$ cat src/hdl/ex_cfg.svh
`ifndef EX_CFG_SVH
`define EX_CFG_SVH

`define EX_XLEN  32 // data word.
`define EX_REG_W 5  // destination register index.
`define EX_CSR_W 14 // csr address.

`endif

$ cat src/hdl/ex_isa_pkg.sv
package ex_isa_pkg;

    // bit 4 clear is an alu op, 2'b10 in [4:3] a multiply, 2'b11 a divide.
    typedef enum logic [4:0] {
        OP_ADD   = 5'h00,
        OP_SUB   = 5'h01,
        OP_SLT   = 5'h02,
        OP_SLTU  = 5'h03,
        OP_EQ    = 5'h04,
        OP_AND   = 5'h05,
        OP_OR    = 5'h06,
        OP_XOR   = 5'h07,
        OP_NOR   = 5'h08,
        OP_SLL   = 5'h09,
        OP_SRL   = 5'h0a,
        OP_SRA   = 5'h0b,
        OP_LUI   = 5'h0c,
        OP_MUL   = 5'h10,
        OP_MULH  = 5'h11,
        OP_MULHU = 5'h12,
        OP_DIV   = 5'h18,
        OP_MOD   = 5'h19,
        OP_DIVU  = 5'h1a,
        OP_MODU  = 5'h1b
    } opcode_t;

    typedef enum logic [1:0] {
        MEM_NOP   = 2'd0,
        MEM_LOAD  = 2'd1,
        MEM_STORE = 2'd2
    } mem_type_t;

    typedef enum logic [1:0] {
        MEM_BYTE = 2'd0,
        MEM_HALF = 2'd1,
        MEM_WORD = 2'd2
    } mem_size_t;

    typedef enum logic [3:0] {
        EXC_NONE = 4'd0,
        EXC_INT  = 4'd1,  // interrupt.
        EXC_ADEF = 4'd2,  // fetch address error.
        EXC_ADEM = 4'd3,
        EXC_ALE  = 4'd4,  // misaligned access.
        EXC_SYS  = 4'd5,
        EXC_BRK  = 4'd6,
        EXC_INE  = 4'd7,  // undefined instruction.
        EXC_IPE  = 4'd8
    } exception_t;

endpackage

$ cat src/hdl/ex_pipe_pkg.sv
`include "ex_cfg.svh"

package ex_pipe_pkg;

    // one issue slot as handed over by register read.
    typedef struct packed {
        logic                   valid;
        logic [`EX_XLEN-1:0]    pc;
        logic                   have_exception;
        ex_isa_pkg::exception_t exception_type;
        ex_isa_pkg::opcode_t    opcode;
        logic [`EX_XLEN-1:0]    src1;
        logic [`EX_XLEN-1:0]    src2;
        logic [`EX_REG_W-1:0]   dest;
        logic                   is_branch;
        logic                   branch_condition;
        logic [`EX_XLEN-1:0]    branch_target;
        logic                   is_jirl;
        logic                   pred_branch_taken;
        logic [`EX_XLEN-1:0]    pred_branch_target;
        ex_isa_pkg::mem_type_t  mem_type;
        ex_isa_pkg::mem_size_t  mem_size;
        logic [`EX_XLEN-1:0]    st_data;
        logic                   is_csr_op;
        logic [`EX_CSR_W-1:0]   csr_addr;
        logic [`EX_XLEN-1:0]    csr_mask;
    } issue_slot_t;

    typedef struct packed {
        logic                   valid;
        logic                   forwardable;
        logic [`EX_XLEN-1:0]    pc;
        logic                   have_exception;
        ex_isa_pkg::exception_t exception_type;
        logic [`EX_XLEN-1:0]    result;
        logic [`EX_REG_W-1:0]   dest;
        logic                   branch_taken;
        logic [`EX_XLEN-1:0]    branch_target;
        logic                   branch_mistaken;
        ex_isa_pkg::mem_type_t  mem_type;
        ex_isa_pkg::mem_size_t  mem_size;
        logic [`EX_XLEN-1:0]    st_data;
        logic                   is_csr_op;
        logic [`EX_CSR_W-1:0]   csr_addr;
        logic [`EX_XLEN-1:0]    csr_mask;
    } ex_slot_t;

    typedef struct packed {
        logic [`EX_XLEN-1:0] hi;
        logic [`EX_XLEN-1:0] lo;
    } mul_res_t;

    typedef struct packed {
        logic [`EX_XLEN-1:0] quot;
        logic [`EX_XLEN-1:0] rem;
    } div_res_t;

    // same lane register, read as product or as quotient/remainder.
    typedef union packed {
        mul_res_t prod;
        div_res_t quo_rem;
    } long_res_u;

endpackage

$ cat src/hdl/ex_branch.sv
`timescale 1ns/1ps
`include "ex_cfg.svh"

module ex_branch (
    input  ex_pipe_pkg::issue_slot_t slot,
    input  logic [`EX_XLEN-1:0]      alu_value,
    input  logic                     stall,
    output logic                     taken,
    output logic [`EX_XLEN-1:0]      target,
    output logic                     mistaken
);

    logic dir_wrong;
    logic tgt_wrong;

    // conditional branches compare the alu flag in bit 0.
    assign taken  = slot.is_branch & (slot.is_jirl | (slot.branch_condition == alu_value[0]));
    assign target = slot.is_jirl ? alu_value : slot.branch_target;

    assign dir_wrong = taken != slot.pred_branch_taken;
    assign tgt_wrong = taken & (target != slot.pred_branch_target);

    // only reported once, on the cycle the bundle leaves.
    assign mistaken = slot.valid & ~stall & (dir_wrong | tgt_wrong);

endmodule

$ cat config.mk
export PLATFORM = sky130hd
export DESIGN_NAME = ex_branch
export DESIGN_NICKNAME = d
export VERILOG_FILES = /design/src/hdl/ex_isa_pkg.sv /design/src/hdl/ex_pipe_pkg.sv /design/src/hdl/ex_branch.sv
export VERILOG_INCLUDE_DIRS = /design/src /design/src/hdl
export SDC_FILE = /design/constraint.sdc
export NUM_CORES = 1
export LEC_CHECK = 0
export BUFFER_PORTS_ARGS = -buffer_cell sky130_fd_sc_hd__buf_4
export CAP_MARGIN = 20
export CELL_PAD_IN_SITES_DETAIL_PLACEMENT = 0
export CELL_PAD_IN_SITES_GLOBAL_PLACEMENT = 1
export CORE_AREA = 4 4 127 129
export DETAILED_ROUTE_END_ITERATION = 16
export DIE_AREA = 0 0 131 133
export PLACE_DENSITY_LB_ADDON = 0.1
export SYNTH_ARGS = -nofsm -noshare
export SYNTH_HDL_FRONTEND = slang
export SYNTH_SLANG_ARGS = --single-unit
export TNS_END_PERCENT = 30
$ cat constraint.sdc
create_clock -name vclk -period 1.8
set_input_delay 0.18 -clock vclk [all_inputs]
set_output_delay 0.18 -clock vclk [all_outputs]
set_load 0.005 [all_outputs]
Yosys cells after proc, flatten, opt, wreduce, memory -nomap -nowiden
Index checks and enable logic that the tools add are counted.
- bits in registers: 0
- input port bits: 296
- output and inout bits: 34
- logic and storage cells: 11
- equal/unequal tests: 3
- multiplexer cells: 1
- bitwise operators: 7
- operators by type and width (kind ; count):
    $mux 32 ; 1
    $ne 32x32->1 ; 1
    $and 1x1->1 ; 4
    $or 1x1->1 ; 2
    $eq 1x1->1 ; 1
    $ne 1x1->1 ; 1
    $not 1->1 ; 1

Depth between registers and ports, before layout
Gate-level depths: netlist of the first run.
- word-level depth: 6
- gate-level depth with buffers: 7
- gate-level depth less buffers: 5

Worst setup path before layout of the first run
No wires, ideal clock.
- path type: input port to output port
- from: in slot[116] in the netlist's numbering
- to: out mistaken
- arrival time: 1360 ps
- required time: 1620 ps
- setup slack: 260 ps
- stages on the path: 7
- buffers on the path: 2
- cells stage by stage: buf_6 -> buf_6 -> mux2_4 -> xnor2_2 -> nand4_1 -> nor4_1 -> a31oi_1
- cells in the longest elaborated chain, start to end: 5
- elaborated cells on any way between the ends: 8
- classes of those cells: eq/ne (2); mux (1); bitwise (5)
- RTL lines (what ; line ; text):
    start: declaration ; ex_branch.sv:5 ; input ex_pipe_pkg::issue_slot_t slot,
    $mux 32 ; ex_branch.sv:18 ; assign target = slot.is_jirl ? alu_value : slot.branch_target;
    named net target[7] ; ex_branch.sv:9 ; output logic [`EX_XLEN-1:0] target,
    $ne 32x32->1 ; ex_branch.sv:21 ; assign tgt_wrong = taken & (target != slot.pred_branch_target);
    $and 1x1->1 ; ex_branch.sv:21 ;
    $or 1x1->1 ; ex_branch.sv:24 ; assign mistaken = slot.valid & ~stall & (dir_wrong | tgt_wrong);
    $and 1x1->1 ; ex_branch.sv:24 ;
    end: declaration ; ex_branch.sv:10 ; output logic mistaken
The timed path passes the listed nets, and every way through them passes these cells.

Worst setup path after layout of the first run
- from: in slot[116] in the netlist's numbering
- to: out mistaken
- cells in the longest elaborated chain, start to end: 5
- elaborated cells on any way between the ends: 8
- classes of those cells: eq/ne (2); mux (1); bitwise (5)
- RTL lines (what ; line):
    $mux 32 / $or 1x1->1 (equally long branches) ; ex_branch.sv:18, ex_branch.sv:17
    $ne 32x32->1 / $and 1x1->1 (equally long branches) ; ex_branch.sv:21, ex_branch.sv:17
    $and 1x1->1 / $ne 1x1->1 (equally long branches) ; ex_branch.sv:21, ex_branch.sv:20
    $or 1x1->1 * ; ex_branch.sv:24
    $and 1x1->1 * ; ex_branch.sv:24
Mark *: on every way between the ends. The rest lies on a longest branch, timed or not.

==> results.json, run 1 <==
{
  "avgViaCountPerCell": 2.91,
  "dieHeight_um": 133,
  "grt_pass1_vias": 1450,
  "ant_nets": 0,
  "hold_ws_ns": 0.674,
  "p_leak_nw": 1.16,
  "grt_remaining_overflow": 0,
  "syn2layout_area_growth_pct": 179,
  "p_seq_frac": 0,
  "endpoint_kind": "output pin",
  "diodes": 0,
  "avgSynthCellArea_um2": 10.1,
  "setup_ws_ns": -0.147,
  "routed-via-count": 1258,
  "hold_path.class": "in2out",
  "initial_core_util": 0.0575,
  "critical_path_class": "in2out",
  "worstSetupStartpointType": "primary input",
  "ir_drop_mv": 0.0751,
  "synth_compound_area_frac": 0.0217,
  "drtIter0Drc": 9,
  "first_pass_iters": 3,
  "regArea_um2": 0,
  "syn_nets": 382,
  "finalHoldViolCount": 0,
  "final_cells": 432,
  "io_buffers": 136,
  "multiInputGateArea_um2": 898,
  "netlist_area_um2": 865,
  "synth-xor-area-share": 0.350,
  "drive_above_1_share": 0.832,
  "fill_cells": 1695,
  "dieArea_um2": 17400,
  "synth_fa_ha_area_frac": 0,
  "core_area_um2": 15000,
  "seq_cell_count": 0,
  "switching_power_mw": 0.210,
  "slew_headroom": 0.847,
  "status": "finished, violations left",
  "rsz0062_at_grt": "true",
  "power_density_nw_per_um2": 258,
  "fin_crit_sh": 1.08,
  "violations": "negative setup slack",
  "finalNetCount": 542,
  "setup_viol": 1,
  "cp.required_ns": 1.62,
  "fp.dieW_um": 131,
  "syn-instance-count": 86,
  "path_max_fanout": 6,
  "grt_pass1_wl_mm": 8.31,
  "p_comb_frac": 1.000,
  "clkPwrFrac": 0,
  "synth.area.mux_share": 0.473,
  "swShare": 0.337,
  "rows": 45,
  "wl_per_cell_um": 14.0,
  "max_cap_violations": 0,
  "grt_max_degree": 17,
  "drc": 0,
  "drv_slew": 0,
  "fmax_mhz": 514,
  "placed_cells": 430,
  "ys.warnings.count": 0,
  "synth.distinct_cells": 18,
  "hpwl_mm": 5.56,
  "cp_data_arrival_time_ns": 1.77,
  "clockBufferCount": 0,
  "tightest_slew_ns": 0.228,
  "synth-seq-area-share": 0,
  "p_int_mw": 0.413,
  "period_needed_ns": 1.95,
  "totalWireLength_mm": 6.06,
  "holdBufCountCts": 0,
  "gp_congestion": 0.625,
  "boundaryPins": 330,
  "antenna_found_initial": 1,
  "synth_top_family_by_area": "multiplexers",
  "utilization": 0.161,
  "gr-usage-all-layers": 0.0628,
  "yosys.area_share.simple": 0.0984
}
cells by family after synthesis:
kind of cell,Yosys count
XOR/XNOR,32
AO/OA/AOI/OAI,3
multiplexers,32
AND/OR/NAND/NOR,14
buffers and inverters,5
synth_stat cells (2+ instances only):
| library cell | n | area share |
|---|---|---|
| buf_6 | 4 | 0.052 |
| mux2_1 | 3 | 0.039 |
| mux2_2 | 16 | 0.21 |
| mux2_4 | 13 | 0.23 |
| nand4_1 | 7 | 0.051 |
| nor4_1 | 2 | 0.014 |
| xnor2_1 | 25 | 0.25 |
| xnor2_2 | 3 | 0.056 |
| xor2_1 | 4 | 0.041 |
worst max-delay path, cell delays in order:
cell     delay [ns]
buf_12         0.12
buf_12         0.13
mux2_4         0.31
xnor2_2        0.15
nand4_1        0.16
nor4_4         0.33
buf_4          0.15
a31oi_1        0.07
buf_4          0.15
routing by layer:
metal	part of all wire	vias to the layer above	GRT usage
met4	0.00033	2	0
met1	0.44	539	0.0844
li1	-	632	-
met5	0.0012	-	0
met2	0.43	83	0.0976
met3	0.14	2	0.0299
through the flow:
step | total power [mW] | setup WS [ns] | setup TNS [ns] | area [um2]
floorplan | 0.221 | 0.260 | 0 | 865
detailed placement | 0.597 | -0.475 | -0.475 | 2280
global placement | 0.603 | -0.526 | -0.526 | 2280
global route | 0.680 | -0.280 | -0.280 | 2410
CTS | 0.641 | -0.210 | -0.210 | 2410
finish | 0.624 | -0.147 | -0.147 | 2410
cells in the final DEF, fill, tap and decap left out, types with 3 or more instances in the layout:
cell type  synthesis  final
nand4_1            7      7
mux2_2            16     13
mux2_1             3      3
xnor2_1           25     19
xor2_1             4      4
mux2_4            13     16
buf_4              0    157
xnor2_2            3      9
buf_12             0      3
timing repair:
action                     CTS  global route
cloned                       1             0
buffers inserted             1             0
resized for setup           17             1
pin swaps                    8             0
setup endpoints to repair    1             1
final timing paths:
path    startpoint  slack [ns]  cells after the start        end
max      slot[116]       -0.15                      9   mistaken
min   alu_value[6]        0.67                      3  target[6]
power by group through the flow:
stage | Clock (mW) | Combinational (mW) | Sequential [mW]
2_1_floorplan | 0 | 0.221 | 0
3_3_place_gp | 0 | 0.603 | 0
3_5_place_dp | 0 | 0.597 | 0
4_1_cts | 0 | 0.641 | 0
5_1_grt | 0 | 0.680 | 0
6_report | 0 | 0.624 | 0
cell type report:
| class | instances | share of cell area |
|---|---|---|
| Tap cell | 188 | 0.0974 |
| Inverter | 1 | 0.00155 |
| Timing Repair Buffer | 162 | 0.529 |
| Multi-Input combinational cell | 81 | 0.372 |
(Power assumes the default switching activity.)
==> inputs of run 2 (changes only) <==
Settings changed: RECOVER_POWER set to 100, SKIP_LAST_GASP set to 1.
==> run 2 against run 1 <==
  * The flow still finishes with violations (negative setup slack)
  * Global-route usage did not move
  * Sequential share of layout area did not move
  * Maximum frequency barely moved
  * Flip-flop and latch count did not move
  * Via count rose by 0.24%
  * Setup slack improved by 0.0012 ns
  * Cell count did not move
  * Non-clock buffer count did not move
  * Die area did not move
  * Clock-buffer cell count did not move
==> results.json, run 2 (synthesis results as in run 1) <==
{
  "status": "finished, violations left",
  "violations": "negative setup slack",
  "cp.required_ns": 1.62,
  "final_common_cell": "buf_4",
  "finalNetCount": 542,
  "gp_congestion": 0.625,
  "diodes": 0,
  "drtIter0Drc": 10,
  "cp_data_arrival_time_ns": 1.77,
  "wl_per_cell_um": 14.0,
  "stdcell_area_um2": 2400,
  "setup_viol": 1,
  "dieArea_um2": 17400,
  "period_needed_ns": 1.95,
  "mostFrequentLayoutCells": "buf_4, mux2_1, xnor2_1",
  "syn2layout_area_growth_pct": 177,
  "fin_crit_sh": 1.08,
  "cp-endpoint": "mistaken",
  "ant_nets": 0,
  "grt_pass1_vias": 1450,
  "crit_chain": "buf_12 -> buf_12 -> mux2_4 -> xnor2_2 -> nand4_1 -> nor4_4 -> buf_4 -> a31oi_1 -> buf_4",
  "critPathLaunch": "slot[116]",
  "hold_path.class": "in2out",
  "antenna_found_initial": 1,
  "endpoint_kind": "output pin",
  "core_area_um2": 15000,
  "drive_above_1_share": 0.762,
  "critical_path_class": "in2out",
  "seq_cell_count": 0,
  "final_cells": 432,
  "utilization": 0.159,
  "holdBufCountCts": 0,
  "rsz0062_at_grt": "true",
  "tightest_slew_ns": 0.228,
  "max_cap_violations": 0,
  "ir_drop_mv": 0.0739,
  "finalHoldViolCount": 0,
  "boundaryPins": 330,
  "io_buffers": 136,
  "grt_pass1_wl_mm": 8.31,
  "power.total_mw": 0.608,
  "routed-via-count": 1261,
  "finalSetupTns_ns": -0.146,
  "path_max_fanout": 6,
  "p_leak_nw": 1.14,
  "gr-usage-all-layers": 0.0628,
  "power_density_nw_per_um2": 254,
  "worstSetupStartpointType": "primary input",
  "dieHeight_um": 133,
  "slew_headroom": 0.847,
  "rows": 45,
  "hpwl_mm": 5.56,
  "setup_ws_ns": -0.146,
  "slowest_delay_ns": 0.33,
  "regArea_um2": 0,
  "hold_ws_ns": 0.674,
  "grt_max_degree": 17,
  "dpl-instance-area_um2": 2280,
  "first_pass_iters": 3,
  "avgViaCountPerCell": 2.92,
  "post-place-ws_ns": -0.475,
  "fp.dieW_um": 131,
  "drv_slew": 0,
  "totalWireLength_mm": 6.04,
  "crit_slowest_cell": "nor4_4",
  "fmax_mhz": 514,
  "clockBufferCount": 0,
  "placed_cells": 430,
  "initial_core_util": 0.0575,
  "grt_remaining_overflow": 0,
  "drc": 0
}
-- run 2: per-layer routing --
metal | up-vias | part of all wire | track usage
met5 | - | 0.0012 | 0
met4 | 2 | 0.00033 | 0
met3 | 2 | 0.14 | 0.0299
met2 | 83 | 0.42 | 0.0976
met1 | 542 | 0.43 | 0.0844
li1 | 632 | - | -
-- run 2: where the power goes --
group	internal [mW]	total [mW]	switching, mW
clock	0	0	0
combinational	0.399	0.608	0.209
sequential	0	0	0
total	0.399	0.608	0.209
-- run 2: timing repair --
action                     4_1_cts  5_1_grt
gates cloned                     1        0
pin swaps                        8        0
gates resized for setup         17        1
setup buffers                    1        0
setup endpoints to repair        1        1
-- run 2: critical path: cells and delay by family --
family | cells | cell delay, ns
and+or+nand+nor | 2 | 0.49
buffers and inverters | 4 | 0.55
muxes | 1 | 0.31
AOI/OAI and AO/OA | 1 | 0.07
xor gates and xnor gates | 1 | 0.15
-- run 2: layout make-up --
class,instances,area (um2)
Tap cell,188,235
Inverter,1,3.75
Multi-Input combinational cell,81,883
Fill cell,1695,12600
Timing Repair Buffer,162,1270
-- run 2: worst min-delay path by stage --
| stage | slack [ns] | depth (start not counted) | start | to |
|---|---|---|---|---|
| global placement | 0.68 | 3 | alu_value[6] | target[6] |
| detailed placement | 0.68 | 3 | alu_value[6] | target[6] |
| floorplan | 0.47 | 1 | slot[150] | taken |
| global route | 0.68 | 3 | slot[123] | target[6] |
| CTS | 0.68 | 3 | alu_value[6] | target[6] |
| finish | 0.67 | 3 | alu_value[6] | target[6] |
==> inputs of run 3 (changes only) <==
Settings changed: PLACE_DENSITY set to 0.73, PLACE_DENSITY_LB_ADDON 0.1 to unset.
==> run 3 against run 2 <==
  * The flow still finishes with violations (negative setup slack)
  * First-iteration DRC count rose by 20%
  * Largest power group unchanged
  * Design area down 0.42%
  * Flip-flop and latch count did not move
  * Power shrank 1.2%
  * Setup slack worse by 0.011 ns
  * Maximum frequency fell by 0.57%
  * Wire length rose by 1.0%
  * Cell count shrank 1.6%
  * Worst hold slack improved by 0.0039 ns
  * Via count grew 1.1%
  * Critical path depth unchanged
  * Critical path type unchanged
  * Die area stayed put
==> results.json, run 3 (synthesis results as in run 1) <==
{
  "status": "finished, violations left",
  "violations": "negative setup slack",
  "multiInputGateArea_um2": 901,
  "slew_headroom": 0.761,
  "p_seq_frac": 0,
  "rows": 45,
  "holdBufCountCts": 0,
  "antenna_found_initial": 0,
  "fin_crit_sh": 1.09,
  "switching_power_mw": 0.199,
  "endpoint_kind": "output pin",
  "dieArea_um2": 17400,
  "hpwl_mm": 5.66,
  "ir_drop_mv": 0.0778,
  "regArea_um2": 0,
  "boundaryPins": 330,
  "drc": 0,
  "period_needed_ns": 1.96,
  "critPathLaunch": "slot[116]",
  "io_buffers": 136,
  "dpl-instance-area_um2": 2210,
  "stdcell_area_um2": 2390,
  "cp.required_ns": 1.62,
  "finalNetCount": 535,
  "holdCritStartpoint": "slot[137]",
  "drtIter0Drc": 12,
  "ant_nets": 0,
  "first_pass_iters": 2,
  "wl_per_cell_um": 14.4,
  "clockBufferCount": 0,
  "swShare": 0.331,
  "fp.dieW_um": 131,
  "core_area_um2": 15000,
  "setup_ws_ns": -0.157,
  "grt_max_degree": 9,
  "power_density_nw_per_um2": 252,
  "mostFrequentLayoutCells": "buf_4, xnor2_1, mux2_2",
  "power.total_mw": 0.601,
  "totalWireLength_mm": 6.10,
  "hold_path.class": "in2out",
  "diodes": 0,
  "syn2layout_area_growth_pct": 176,
  "fill_cells": 1690,
  "max_cap_violations": 0,
  "worstSetupStartpointType": "primary input",
  "gr-usage-all-layers": 0.0636,
  "seq_cell_count": 0,
  "fmax_mhz": 511,
  "p_leak_nw": 1.14,
  "finalHoldViolCount": 0,
  "grt_remaining_overflow": 0,
  "avgViaCountPerCell": 3.00,
  "grt_pass1_wl_mm": 8.34,
  "routed-via-count": 1275,
  "clkPwrFrac": 0,
  "gp_congestion": 0.698,
  "grt_pass1_vias": 1458,
  "path_max_fanout": 8,
  "rsz0062_at_grt": "true",
  "final_common_cell": "buf_4",
  "drv_slew": 0,
  "critical_path_class": "in2out",
  "drive_above_1_share": 0.831,
  "initial_core_util": 0.0575,
  "cp_data_arrival_time_ns": 1.78,
  "tightest_slew_ns": 0.355,
  "dieHeight_um": 133,
  "p_comb_frac": 1.000,
  "setup_viol": 1,
  "p_int_mw": 0.402
}
[run 3: worst paths after layout]
check	cells after the start	endpoint	slack, ns
worst max-delay path	9	mistaken	-0.16
worst min-delay path	3	target[20]	0.68
[run 3: repair_timing]
| action | in CTS | in global routing |
|---|---|---|
| gates resized for setup | 9 | 8 |
| pin swaps | 3 | 4 |
| cloned | 1 | 0 |
| setup endpoints to repair | 1 | 1 |
| buffers inserted | 1 | 2 |
[run 3: cell type report]
class / instances / share of cell area
Timing Repair Buffer: 155 / 0.522
Inverter: 1 / 0.00157
Tap cell: 188 / 0.0986
Multi-Input combinational cell: 81 / 0.378
[run 3: worst max-delay path, cell delays in order]
cell and delay (ns):
buf_12 0.13, buf_6 0.12, mux2_4 0.31, xnor2_2 0.15, nand4_1 0.20, nor4_2 0.30
buf_4 0.18, a31oi_4 0.07, buf_6 0.13
[run 3: metrics by stage]
step	hold slack [ns]	utilization	setup TNS (ns)	cells	worst slack [ns]
global placement	0.675	0.147	-0.264	421	-0.264
CTS	0.680	0.154	-0.175	423	-0.175
finish	0.678	0.159	-0.157	425	-0.157
floorplan	0.468	-	0	86	0.260
global route	0.695	0.159	-0.240	425	-0.240
detailed placement	0.677	0.147	-0.369	421	-0.369
[run 3: routing by layer]
layer	GRT usage	vias up	routed length, um
met5	0	-	0
met4	0	0	0
met3	0.0270	0	761
met2	0.110	79	2910
met1	0.0779	580	2430
li1	-	616	-
[run 3: power groups by stage]
stage	combinational [mW]	sequential [mW]	clock, mW
2_1_floorplan	0.221	0	0
3_3_place_gp	0.558	0	0
3_5_place_dp	0.567	0	0
4_1_cts	0.601	0	0
5_1_grt	0.651	0	0
6_report	0.601	0	0
